--- src/rtl/sim_ctrl_pkg.sv ---
// Shared widths, word views, stream structs and event kinds, referenced by scoped name from every block
package sim_ctrl_pkg;

  // Width of a snooped write address
  parameter int unsigned ADDR_W = 32;

  // Width of a write data word and of a fetched instruction word
  parameter int unsigned DATA_W = 32;

  // Width of the free-running time counter and of every event timestamp
  parameter int unsigned TIME_W = 64;

  // One write data word, seen either as a console character or as an exit code
  // The console view only counts when the three upper bytes are zero
  typedef union packed {
    struct packed {
      logic [23:0] pad;
      logic [7:0]  chr;
    } console;
    logic [DATA_W-1:0] exit_code;
  } sim_word_u;

  // One write snooped from the tile's data port
  // Address and data arrive together, so a single strobe covers both
  typedef struct packed {
    logic              valid;
    logic [ADDR_W-1:0] addr;
    sim_word_u         data;
  } mem_wr_t;

  // One instruction word leaving the fetch stage
  typedef struct packed {
    logic              valid;
    logic [DATA_W-1:0] instr;
  } fetch_t;

  // Kind of an output event
  // The fourth code is never produced by the merger
  typedef enum logic [1:0] {
    EVT_CHAR = 2'd0,
    EVT_EXIT = 2'd1,
    EVT_SENT = 2'd2
  } evt_kind_e;

  // One timestamped event on the merged output stream
  // Payload holds the zero-extended character for EVT_CHAR,
  // the exit code for EVT_EXIT and zero for EVT_SENT
  // The stamp equals the time counter in the cycle the event is valid
  typedef struct packed {
    logic              valid;
    evt_kind_e         kind;
    logic [DATA_W-1:0] payload;
    logic [TIME_W-1:0] stamp;
  } event_t;

endpackage

--- src/rtl/wr_decode.sv ---
// Write decoder that turns snooped tile writes into registered character and exit strobes
`timescale 1ns/1ps

module wr_decode #(
  // Address that the software writes characters to
  parameter logic [sim_ctrl_pkg::ADDR_W-1:0] CONSOLE_ADDR = 32'hFFFF_0004,
  // Address that the software writes its exit code to
  parameter logic [sim_ctrl_pkg::ADDR_W-1:0] EXIT_ADDR    = 32'hFFFF_0000
) (
  input  logic                              clk,
  input  logic                              rst_n_i,
  input  sim_ctrl_pkg::mem_wr_t             wr_i,
  output logic                              chr_vld_o,
  output logic [7:0]                        chr_o,
  output logic                              exit_vld_o,
  output logic [sim_ctrl_pkg::DATA_W-1:0]   exit_code_o
);

  // Address matches, qualified by the write strobe
  logic con_sel;
  logic exit_sel;

  // Final decode results before the output register
  logic chr_hit;
  logic exit_hit;

  assign con_sel  = wr_i.valid && (wr_i.addr == CONSOLE_ADDR);
  assign exit_sel = wr_i.valid && (wr_i.addr == EXIT_ADDR);

  // A console write prints only a byte from 1 to 255
  // Any bit set in the upper three bytes makes it an ordinary store
  assign chr_hit = con_sel
                && (wr_i.data.console.pad == '0)
                && (wr_i.data.console.chr != '0);

  // An exit write of zero is a plain store and does not end the run
  assign exit_hit = exit_sel && (wr_i.data.exit_code != '0);

  // Strobes live for exactly one cycle, one cycle after the write is sampled
  always_ff @(posedge clk or negedge rst_n_i) begin
    if (!rst_n_i) begin
      chr_vld_o  <= 1'b0;
      exit_vld_o <= 1'b0;
    end else begin
      chr_vld_o  <= chr_hit;
      exit_vld_o <= exit_hit;
    end
  end

  // Values are only loaded on a hit, so they stay stable between strobes
  always_ff @(posedge clk) begin
    if (chr_hit) begin
      chr_o <= wr_i.data.console.chr;
    end
    if (exit_hit) begin
      exit_code_o <= wr_i.data.exit_code;
    end
  end

  // Both strobes together would mean the two addresses overlap,
  // and the merger would silently drop the exit
  a_one_strobe : assert property (
    @(posedge clk) disable iff (!rst_n_i)
    !(chr_vld_o && exit_vld_o)
  ) else $error("wr_decode raised character and exit strobes together");

endmodule

--- src/rtl/sentinel_mon.sv ---
// Fetch monitor that raises a registered strobe for every fetched sentinel instruction
`timescale 1ns/1ps

module sentinel_mon #(
  // Instruction word that marks a point of interest in the program
  parameter logic [sim_ctrl_pkg::DATA_W-1:0] SENTINEL_WORD = 32'h5050_0013
) (
  input  logic                   clk,
  input  logic                   rst_n_i,
  input  sim_ctrl_pkg::fetch_t   fetch_i,
  output logic                   sent_vld_o
);

  // Match of the current fetch against the sentinel word
  logic sent_hit;

  // Only a valid fetch counts; the instruction bus may carry stale words
  assign sent_hit = fetch_i.valid && (fetch_i.instr == SENTINEL_WORD);

  // One strobe per matching fetch
  // Back-to-back sentinels give back-to-back strobes with no merging
  always_ff @(posedge clk or negedge rst_n_i) begin
    if (!rst_n_i) begin
      sent_vld_o <= 1'b0;
    end else begin
      sent_vld_o <= sent_hit;
    end
  end

  // Every strobe must trace back to a valid fetch in the cycle before
  a_sent_cause : assert property (
    @(posedge clk) disable iff (!rst_n_i)
    sent_vld_o |-> $past(fetch_i.valid)
  ) else $error("sentinel_mon strobe without a preceding valid fetch");

endmodule

--- src/rtl/event_merge.sv ---
// Event merger that timestamps detector strobes, orders them into one stream and tracks end of run
`timescale 1ns/1ps

module event_merge #(
  // Simulated nanoseconds added to the time counter each cycle
  parameter int unsigned TICK_NS = 10
) (
  input  logic                              clk,
  input  logic                              rst_n_i,
  input  logic                              chr_vld_i,
  input  logic [7:0]                        chr_i,
  input  logic                              exit_vld_i,
  input  logic [sim_ctrl_pkg::DATA_W-1:0]   exit_code_i,
  input  logic                              sent_vld_i,
  output sim_ctrl_pkg::event_t              event_o,
  output logic                              eoc_o,
  output logic                              overflow_o,
  output logic [sim_ctrl_pkg::DATA_W-1:0]   exit_code_o,
  output logic [sim_ctrl_pkg::TIME_W-1:0]   time_o
);

  // Time increment, widened once to the counter width
  localparam logic [sim_ctrl_pkg::TIME_W-1:0] TICK_INC =
    {{(sim_ctrl_pkg::TIME_W-32){1'b0}}, TICK_NS};

  // Time counter and its value in the next cycle
  logic [sim_ctrl_pkg::TIME_W-1:0] time_q;
  logic [sim_ctrl_pkg::TIME_W-1:0] time_nxt;

  // One-entry slot for a sentinel that lost against a write event
  logic slot_q;
  logic slot_nxt;
  logic sent_drop;

  // Event selected this cycle, registered into the output below
  logic                              wr_hit;
  logic                              emit_vld;
  sim_ctrl_pkg::evt_kind_e           emit_kind;
  logic [sim_ctrl_pkg::DATA_W-1:0]   emit_payload;

  // Output event register, with valid split from the payload fields
  logic                              evt_vld_q;
  sim_ctrl_pkg::evt_kind_e           evt_kind_q;
  logic [sim_ctrl_pkg::DATA_W-1:0]   evt_payload_q;
  logic [sim_ctrl_pkg::TIME_W-1:0]   evt_stamp_q;

  // Sticky end-of-run and overflow state
  logic                              eoc_q;
  logic [sim_ctrl_pkg::DATA_W-1:0]   exit_code_q;
  logic                              overflow_q;

  assign time_nxt = time_q + TICK_INC;
  assign wr_hit   = chr_vld_i || exit_vld_i;

  // Writes win over sentinels; a losing sentinel parks in the slot
  // When no write fires, the slot drains and a new sentinel may take its place,
  // so it is only lost if a write fires while the slot is still occupied
  always_comb begin
    emit_vld     = 1'b0;
    emit_kind    = sim_ctrl_pkg::EVT_SENT;
    emit_payload = '0;
    slot_nxt     = slot_q;
    sent_drop    = 1'b0;
    if (chr_vld_i) begin
      emit_vld     = 1'b1;
      emit_kind    = sim_ctrl_pkg::EVT_CHAR;
      emit_payload = {{(sim_ctrl_pkg::DATA_W-8){1'b0}}, chr_i};
    end else if (exit_vld_i) begin
      emit_vld     = 1'b1;
      emit_kind    = sim_ctrl_pkg::EVT_EXIT;
      emit_payload = exit_code_i;
    end
    if (wr_hit) begin
      if (sent_vld_i) begin
        sent_drop = slot_q;
        slot_nxt  = 1'b1;
      end
    end else if (slot_q || sent_vld_i) begin
      // Sentinel events carry no payload
      emit_vld = 1'b1;
      slot_nxt = slot_q && sent_vld_i;
    end
  end

  always_ff @(posedge clk or negedge rst_n_i) begin
    if (!rst_n_i) begin
      time_q      <= '0;
      slot_q      <= 1'b0;
      evt_vld_q   <= 1'b0;
      eoc_q       <= 1'b0;
      exit_code_q <= '0;
      overflow_q  <= 1'b0;
    end else begin
      time_q    <= time_nxt;
      slot_q    <= slot_nxt;
      evt_vld_q <= emit_vld;
      // Only the first exit ends the run, later ones are just events
      if (exit_vld_i && !eoc_q) begin
        eoc_q       <= 1'b1;
        exit_code_q <= exit_code_i;
      end
      if (sent_drop) begin
        overflow_q <= 1'b1;
      end
    end
  end

  // The stamp is the time seen while the event is on the output
  always_ff @(posedge clk) begin
    if (emit_vld) begin
      evt_kind_q    <= emit_kind;
      evt_payload_q <= emit_payload;
      evt_stamp_q   <= time_nxt;
    end
  end

  assign event_o.valid   = evt_vld_q;
  assign event_o.kind    = evt_kind_q;
  assign event_o.payload = evt_payload_q;
  assign event_o.stamp   = evt_stamp_q;
  assign eoc_o           = eoc_q;
  assign exit_code_o     = exit_code_q;
  assign overflow_o      = overflow_q;
  assign time_o          = time_q;

  // End of computation is final until the next reset
  a_eoc_sticky : assert property (
    @(posedge clk) disable iff (!rst_n_i)
    eoc_o |=> eoc_o
  ) else $error("eoc_o fell outside reset");

  // A valid event always carries one of the three defined kinds
  a_kind_known : assert property (
    @(posedge clk) disable iff (!rst_n_i)
    event_o.valid |-> (event_o.kind inside {sim_ctrl_pkg::EVT_CHAR,
                                            sim_ctrl_pkg::EVT_EXIT,
                                            sim_ctrl_pkg::EVT_SENT})
  ) else $error("event_o valid with an undefined kind");

endmodule

--- src/rtl/sim_ctrl_top.sv ---
// Simulation-control top level that sets the addresses, sentinel and tick, and wires the blocks
`timescale 1ns/1ps

module sim_ctrl_top #(
  // Console character address seen on the tile's write port
  parameter logic [sim_ctrl_pkg::ADDR_W-1:0] CONSOLE_ADDR  = 32'hFFFF_0004,
  // Exit code address seen on the tile's write port
  parameter logic [sim_ctrl_pkg::ADDR_W-1:0] EXIT_ADDR     = 32'hFFFF_0000,
  // Instruction word reported as a sentinel event
  parameter logic [sim_ctrl_pkg::DATA_W-1:0] SENTINEL_WORD = 32'h5050_0013,
  // Simulated time per clock cycle in nanoseconds
  parameter int unsigned                     TICK_NS       = 10
) (
  input  logic                              clk,
  input  logic                              rst_n_i,
  input  sim_ctrl_pkg::mem_wr_t             wr_i,
  input  sim_ctrl_pkg::fetch_t              fetch_i,
  output sim_ctrl_pkg::event_t              event_o,
  output logic                              eoc_o,
  output logic [sim_ctrl_pkg::DATA_W-1:0]   exit_code_o,
  output logic [sim_ctrl_pkg::TIME_W-1:0]   time_o,
  output logic                              overflow_o
);

  // Detector results, each a one-cycle strobe with its value
  logic                              chr_vld;
  logic [7:0]                        chr;
  logic                              exit_vld;
  logic [sim_ctrl_pkg::DATA_W-1:0]   exit_code;
  logic                              sent_vld;

  wr_decode #(
    .CONSOLE_ADDR ( CONSOLE_ADDR ),
    .EXIT_ADDR    ( EXIT_ADDR    )
  ) u_wr_decode (
    .clk         ( clk       ),
    .rst_n_i     ( rst_n_i   ),
    .wr_i        ( wr_i      ),
    .chr_vld_o   ( chr_vld   ),
    .chr_o       ( chr       ),
    .exit_vld_o  ( exit_vld  ),
    .exit_code_o ( exit_code )
  );

  sentinel_mon #(
    .SENTINEL_WORD ( SENTINEL_WORD )
  ) u_sentinel_mon (
    .clk        ( clk      ),
    .rst_n_i    ( rst_n_i  ),
    .fetch_i    ( fetch_i  ),
    .sent_vld_o ( sent_vld )
  );

  // Adds the second cycle of latency and owns all top-level outputs
  event_merge #(
    .TICK_NS ( TICK_NS )
  ) u_event_merge (
    .clk         ( clk         ),
    .rst_n_i     ( rst_n_i     ),
    .chr_vld_i   ( chr_vld     ),
    .chr_i       ( chr         ),
    .exit_vld_i  ( exit_vld    ),
    .exit_code_i ( exit_code   ),
    .sent_vld_i  ( sent_vld    ),
    .event_o     ( event_o     ),
    .eoc_o       ( eoc_o       ),
    .overflow_o  ( overflow_o  ),
    .exit_code_o ( exit_code_o ),
    .time_o      ( time_o      )
  );

endmodule

--- config.mk ---
export PLATFORM = sky130hd
export DESIGN_NAME = sim_ctrl_top
export DESIGN_NICKNAME = d
export VERILOG_FILES = /design/src/rtl/sim_ctrl_pkg.sv /design/src/rtl/wr_decode.sv /design/src/rtl/sentinel_mon.sv /design/src/rtl/event_merge.sv /design/src/rtl/sim_ctrl_top.sv
export SDC_FILE = /design/constraint.sdc
export NUM_CORES = 1
export LEC_CHECK = 0
export ABC_AREA = 1
export BUFFER_PORTS_ARGS = -buffer_cell sky130_fd_sc_hd__buf_2
export CAP_MARGIN = 25
export CELL_PAD_IN_SITES_DETAIL_PLACEMENT = 1
export CELL_PAD_IN_SITES_GLOBAL_PLACEMENT = 2
export CORE_MARGIN = 3
export CORE_UTILIZATION = 31
export CTS_CLUSTER_DIAMETER = 60
export DETAILED_ROUTE_END_ITERATION = 10
export PLACE_DENSITY = 0.86
export SLEW_MARGIN = 0
export SYNTH_ARGS = -nofsm -noshare
export SYNTH_HDL_FRONTEND = slang
export SYNTH_SLANG_ARGS = --single-unit
--- constraint.sdc ---
create_clock -name clk -period 3.5 [get_ports clk]
set_input_delay 0.175 -clock clk [delete_from_list [all_inputs] [get_ports clk]]
set_output_delay 0.175 -clock clk [all_outputs]
set_load 0.01 [all_outputs]
Word level (Yosys, flattened, before mapping)
Cells that the tools add are included.
{ "op_classes": {"add_sub_neg": 1, "n_eq_ne": 4, "n_mux": 12, "bitwise": 1, "n_reduce_logical": 17} }
{ "ops": {"columns": ["operator", "n"], "rows": [
  ["adder 64 x 4 -> 64 bit, second input constant", 1],
  ["== test 32 bit, second input constant", 2],
  ["== test 32 x 31 -> 1 bit, second input constant", 1],
  ["nonzero test 32 bit", 1],
  ["zero test 24 bit", 1],
  ["two-way mux 8 bit", 2],
  ["two-way mux 1 bit", 9],
  ["logical AND 1 bit", 8],
  ["nonzero test 8 bit", 1],
  ["logical OR 1 bit", 2],
  ["two-way mux 2 bit", 1],
  ["!= test 2 bit, second input constant", 1],
  ["AND reduction 2 bit", 1],
  ["nonzero test 2 bit", 1],
  ["OR reduction 2 bit", 1],
  ["zero test 1 bit", 1],
  ["inverter 1 bit", 1]
]} }
{ "totals": {"register_bits": 241, "input_bits": 100, "output_inout_bits": 197, "wordCells": 50} }

Logic depth before layout (Yosys ltp)
{ "logic_depth": {"depth_word": 4, "depth_mapped": 10, "mapped_depth_nobuf": 10} }

Modules after synthesis
A second synthesis with hierarchy kept.
{ "unflattened": {"hier_cells": 965, "area_unflattened_um2": 9908.3} }
{ "by_module_without_submodules": {"columns": ["module", "instances", "cells_per_inst", "area_per_inst_um2", "seq_area_each_um2"], "rows": [
  ["event_merge", 1, 814, 8204.1, 5390.2],
  ["wr_decode", 1, 118, 1550.2, 1251.2],
  ["sentinel_mon", 1, 33, 153.9, 25.0]
]} }

Worst setup path before layout
No wires, ideal clock.
{ "synth_timing": {"path_type": "flip-flop to flip-flop", "start": "reg u_wr_decode.chr_vld_o", "end": "reg u_event_merge.evt_kind_q[0] (enable)", "setup_ns": 0.917, "t_arrival_ns": 2.291, "required_time_ns": 2.583, "setup_slack_ns": 0.292, "path_stages_with_launch": 4, "path_buffers": 1, "period_less_slack_ns": 3.208, "cell_sequence": "dfrtp_1 > buf_2 > nor2_1 > nand2_1"} }
{ "synth_between": {"elab_chain_cells": 3, "word_cells_on_any_way": 4, "classes_between": "mux (3); reduce/logical (1)"} }
{ "synth_lines": {"columns": ["item", "line_no", "text"], "rows": [
  ["from (decl)", "wr_decode.sv:13", "output logic chr_vld_o,"],
  ["from (signal assigned)", "wr_decode.sv:45", "chr_vld_o <= chr_hit;"],
  ["two-way mux 1 bit", "event_merge.sv:64", "if (chr_vld_i) begin"],
  ["two-way mux 1 bit", "event_merge.sv:78", "end else if (slot_q || sent_vld_i) begin"],
  ["two-way mux 1 bit *", "event_merge.sv:73", "if (wr_hit) begin"],
  ["via u_event_merge.emit_vld", "event_merge.sv:37", "logic emit_vld;"],
  ["to (signal assigned)", "event_merge.sv:111", "evt_kind_q <= emit_kind;"],
  ["to (decl)", "event_merge.sv:43", "sim_ctrl_pkg::evt_kind_e evt_kind_q;"]
]} }
Mark *: on every way through the listed nets, which the timed path passes. The rest lies on a longest branch.
A chain may end at the register's enable or synchronous reset.

Worst setup path after layout
{ "layout_timing": {"start": "in fetch_i[14] in the netlist's numbering", "end": "reg u_sentinel_mon.sent_vld_o"} }
{ "layout_between": {"elab_chain_cells": 2} }
{ "layout_lines": {"columns": ["item", "line_no", "text"], "rows": [
  ["from (decl)", "sim_ctrl_top.sv:17", "input sim_ctrl_pkg::fetch_t fetch_i,"],
  ["== test 32 x 31 -> 1 bit", "sentinel_mon.sv:18", "assign sent_hit = fetch_i.valid && (fetch_i.instr == SENTINEL_WORD);"],
  ["logical AND 1 bit", "sentinel_mon.sv:18", null],
  ["via u_sentinel_mon.sent_hit", "sentinel_mon.sv:15", "logic sent_hit;"],
  ["to (signal assigned)", "sentinel_mon.sv:26", "sent_vld_o <= sent_hit;"],
  ["to (decl)", "sentinel_mon.sv:11", "output logic sent_vld_o"]
]} }
The timed path passes the listed nets, and every way through them passes these cells.

==> reports/results.txt <==
outcome -> finished, final reports clean
layout cells sized above 1 -> 0.2878
Leakage Power -> 5.389 nW
Yosys top cell by area -> edfxtp_1
P&R area growth vs syn -> 33.27%
WP data arrival -> 3.09 ns
startpoint types -> input pin
reg-to-reg slack, setup -> 1.45 ns
crit path max fanout -> 1
Final Hold Viols -> 0
vias in the first global route -> 8413
register area share after synthesis -> 0.6799
Max stage delay cell, worst path -> dlygate4sd3_1
crit path capture type -> flop
half-perimeter wire length after placement -> 24.47 mm
Final Setup Violations -> 0
final setup TNS -> 0 ns
Max Root-Sink Buffers -> 3
overall power -> 0.005891 W
vias per inst -> 4.590
port bufs -> 294
Pwr Density -> 450.9 nW/um2
initial antenna violation count -> 0
post-layout min period -> 2.607 ns
vias -> 7862
Buf/Inv on CP -> 5
worst rel slew slack -> 0.4701
Syn Inst Count -> 944
Post-Syn Area -> 9804 um2
Final Cycle Share -> 0.7449
I/O pins -> 297
Clock Root Buffer -> clkbuf_16
Cell Rows -> 64
first-pass GRT wire length -> 48.95 mm
WP data required -> 3.98 ns
synth top area cells -> edfxtp_1 42%, dfrtp_1 26%, nand2_1 9.8%
PostCTS Resize Cnt -> 0
Critical Path Max Stage Delay -> 0.61 ns
Die Ht -> 183.8 um
die area -> 33800 um2
RSZ-0062 raised after global routing -> no
H-tree levels -> 1
Setup WS pre-CTS -> 1.462 ns
Sink Count -> 239
family with the most delay on the worst path -> buffers and inverters
Slew @ Worst Pin -> 0.7919 ns
worst vdd ir -> 0.4728 mV
Post CTS Setup Buffer Count -> 0
core region area -> 30910 um2
fmax -> 0.3835 GHz
worst path cell trace -> dlygate4sd3_1 > buf_2 > nor4_1 > dlygate4sd3_1 > nand4_1 > dlygate4sd3_1 > nor2_1 > dlygate4sd3_1
Routed Wire Length -> 31.94 mm
max cap viols -> 0
Num CTS Buffers -> 26
DRC viols -> 0
Initial Utilization -> 0.3172
CTS clock-pin slew for the worst setup and hold paths -> 0.06 ns
Cell variety after synth -> 30
Final Skew -> 0.01317 ns
routed length per instance -> 18.65 um
critical path class -> in -> reg
GRT Util Overall -> 0.1876
grt total ovfl -> 0
fin. max-slew vios -> 0
Die X -> 183.8 um
Diodes inserted -> 0
Crit path top cell by count -> dlygate4sd3_1
nets -> 1398
ANT nets after route -> 0
CTS tree -> built
Seq cells post-synth -> 239
gp weighted congestion -> 0.8951
Synth top area share -> 0.4196
worst skew pair latency -> 0.55 ns
final worst slack -> 0.8927 ns
Post-Syn Area per Cell -> 10.39 um2
drt first pass iters -> 4
largest net degree at the start of global routing -> 66
Synth Warn # -> 0
DRT iter0 DRCs -> 348
HP Class -> in -> reg
==> report_power, final <==
| part | leakage [nW] | internal (W) | total (W) | switching [W] |
|---|---|---|---|---|
| Sequential | 2.46 | 0.00296 | 0.00296 | 0.00000000000271 |
| Combinational | 2.50 | 0.0000730 | 0.000143 | 0.0000703 |
| Clock | 0.431 | 0.00161 | 0.00278 | 0.00118 |
==> area by class of cell <==
class	instances	area, um2
flip-flops and latches	239	6666
inverters	88	330.3
well taps	396	495.5
clock buffers	28	658.1
fillers	3541	17840
multi-input cells	605	2763
repair buffers	337	1934
clock inverters	20	219.0
==> routing by layer <==
| metal | routed length (um) | global-route usage | vias up |
|---|---|---|---|
| li1 | - | - | 3768 |
| met1 | 12540 | 0.2197 | 3775 |
| met2 | 15780 | 0.3335 | 269 |
| met3 | 2650 | 0.05778 | 50 |
| met4 | 975 | 0.05171 | 0 |
| met5 | 0 | 0 | - |
==> synth_stat cells <==
cell type / count
dfrtp_1: 102
buf_4: 3
nand4_1: 21
nand3b_1: 1
buf_2: 1
nor2_4: 9
o21ai_1: 9
edfxtp_1: 137
o21ai_0: 44
a21oi_1: 2
nand3_1: 20
nand3_2: 1
inv_2: 3
inv_1: 84
xor2_1: 11
nor4_1: 3
conb_1: 1
clkbuf_1: 9
xnor2_1: 22
o21bai_1: 1
nand3_4: 1
nor2_1: 179
nor3_1: 3
nand2_2: 9
clkinv_1: 1
nand2_4: 1
nor2_2: 8
ha_1: 1
nand2_1: 256
and2_1: 1
==> per-stage QoR <==
step,util,instance area (um2),cells,hold WS (ns)
2_1_floorplan,-,9808,945,-0.1206
3_5_place_dp,0.3817,11800,1627,0.3076
6_report,0.4227,13070,1713,0.05621
5_1_grt,0.4227,13070,1713,0.06200
4_1_cts,0.4221,13050,1712,0.02706
3_3_place_gp,0.3808,11770,1626,0.3062
==> repair_timing <==
| action | CTS | global route |
|---|---|---|
| hold buffers | 37 | 0 |
| setup endpoints to repair | 0 | 0 |
| endpoints found under the hold margin | 90 | 0 |
==> tightest hold or removal path, stage by stage <==
cell and delay (ns):
buf_2 0.11, nor2_1 0.05, nand3_1 0.08, nor2_2 0.11
==> worst paths after layout <==
check,from,to,cells after the start
setup reg to reg,u_wr_decode.chr_vld_o$_DFF_PN0_,u_event_merge.evt_stamp_q[59]$_DFFE_PP_,3
max in group asynchronous,rst_n_i,u_event_merge.exit_code_o[22]$_DFFE_PN0P_,3
hold / removal,wr_i[34],u_wr_decode.exit_vld_o$_DFF_PN0_,4
min in group asynchronous,rst_n_i,u_event_merge.time_o[11]$_DFF_PN0_,2
setup / recovery,fetch_i[14],u_sentinel_mon.sent_vld_o$_DFF_PN0_,8
hold reg to reg,u_event_merge.exit_code_o[15]$_DFFE_PN0P_,u_event_merge.exit_code_o[15]$_DFFE_PN0P_,2
==> kinds of logic (layout without fill, tap and decap cells) <==
| kind of cell | Yosys count | after routing | synth area share |
|---|---|---|---|
| adder cells (fa/ha/maj) | 1 | 1 | 0.001276 |
| other | 1 | 2 | 0.0003825 |
| AO/OA/AOI/OAI | 56 | 56 | 0.02884 |
| XOR/XNOR | 33 | 33 | 0.02948 |
| AND/OR/NAND/NOR | 513 | 513 | 0.2201 |
| buffers and inverters | 101 | 473 | 0.03994 |
| flip-flops | 239 | 239 | 0.6799 |
==> sequential cells by signal, summed over array words and instances, names as in the netlist, 2 cells and up <==
register,cells
u_event_merge.evt_payload_q,32
u_wr_decode.exit_code_o,32
u_event_merge.time_o,63
u_wr_decode.chr_o,8
u_event_merge.exit_code_o,32
u_event_merge.evt_kind_q,2
u_event_merge.evt_stamp_q,63
==> cells in the final DEF (no fill, tap or decap), types with 9 or more instances in the layout <==
cell type | Yosys | routed
clkbuf_16 | 0 | 26
inv_1 | 84 | 84
xnor2_1 | 22 | 22
xor2_1 | 11 | 11
nand3_1 | 20 | 20
clkinv_2 | 0 | 9
nor2_1 | 179 | 178
nor2_2 | 8 | 9
nand2_1 | 256 | 254
dlygate4sd3_1 | 0 | 37
dfrtp_1 | 102 | 102
nand4_1 | 21 | 21
buf_2 | 1 | 293
edfxtp_1 | 137 | 137
o21ai_1 | 9 | 9
nand2_2 | 9 | 10
o21ai_0 | 44 | 44
nor2_4 | 9 | 9
(Power assumes the default switching activity.)
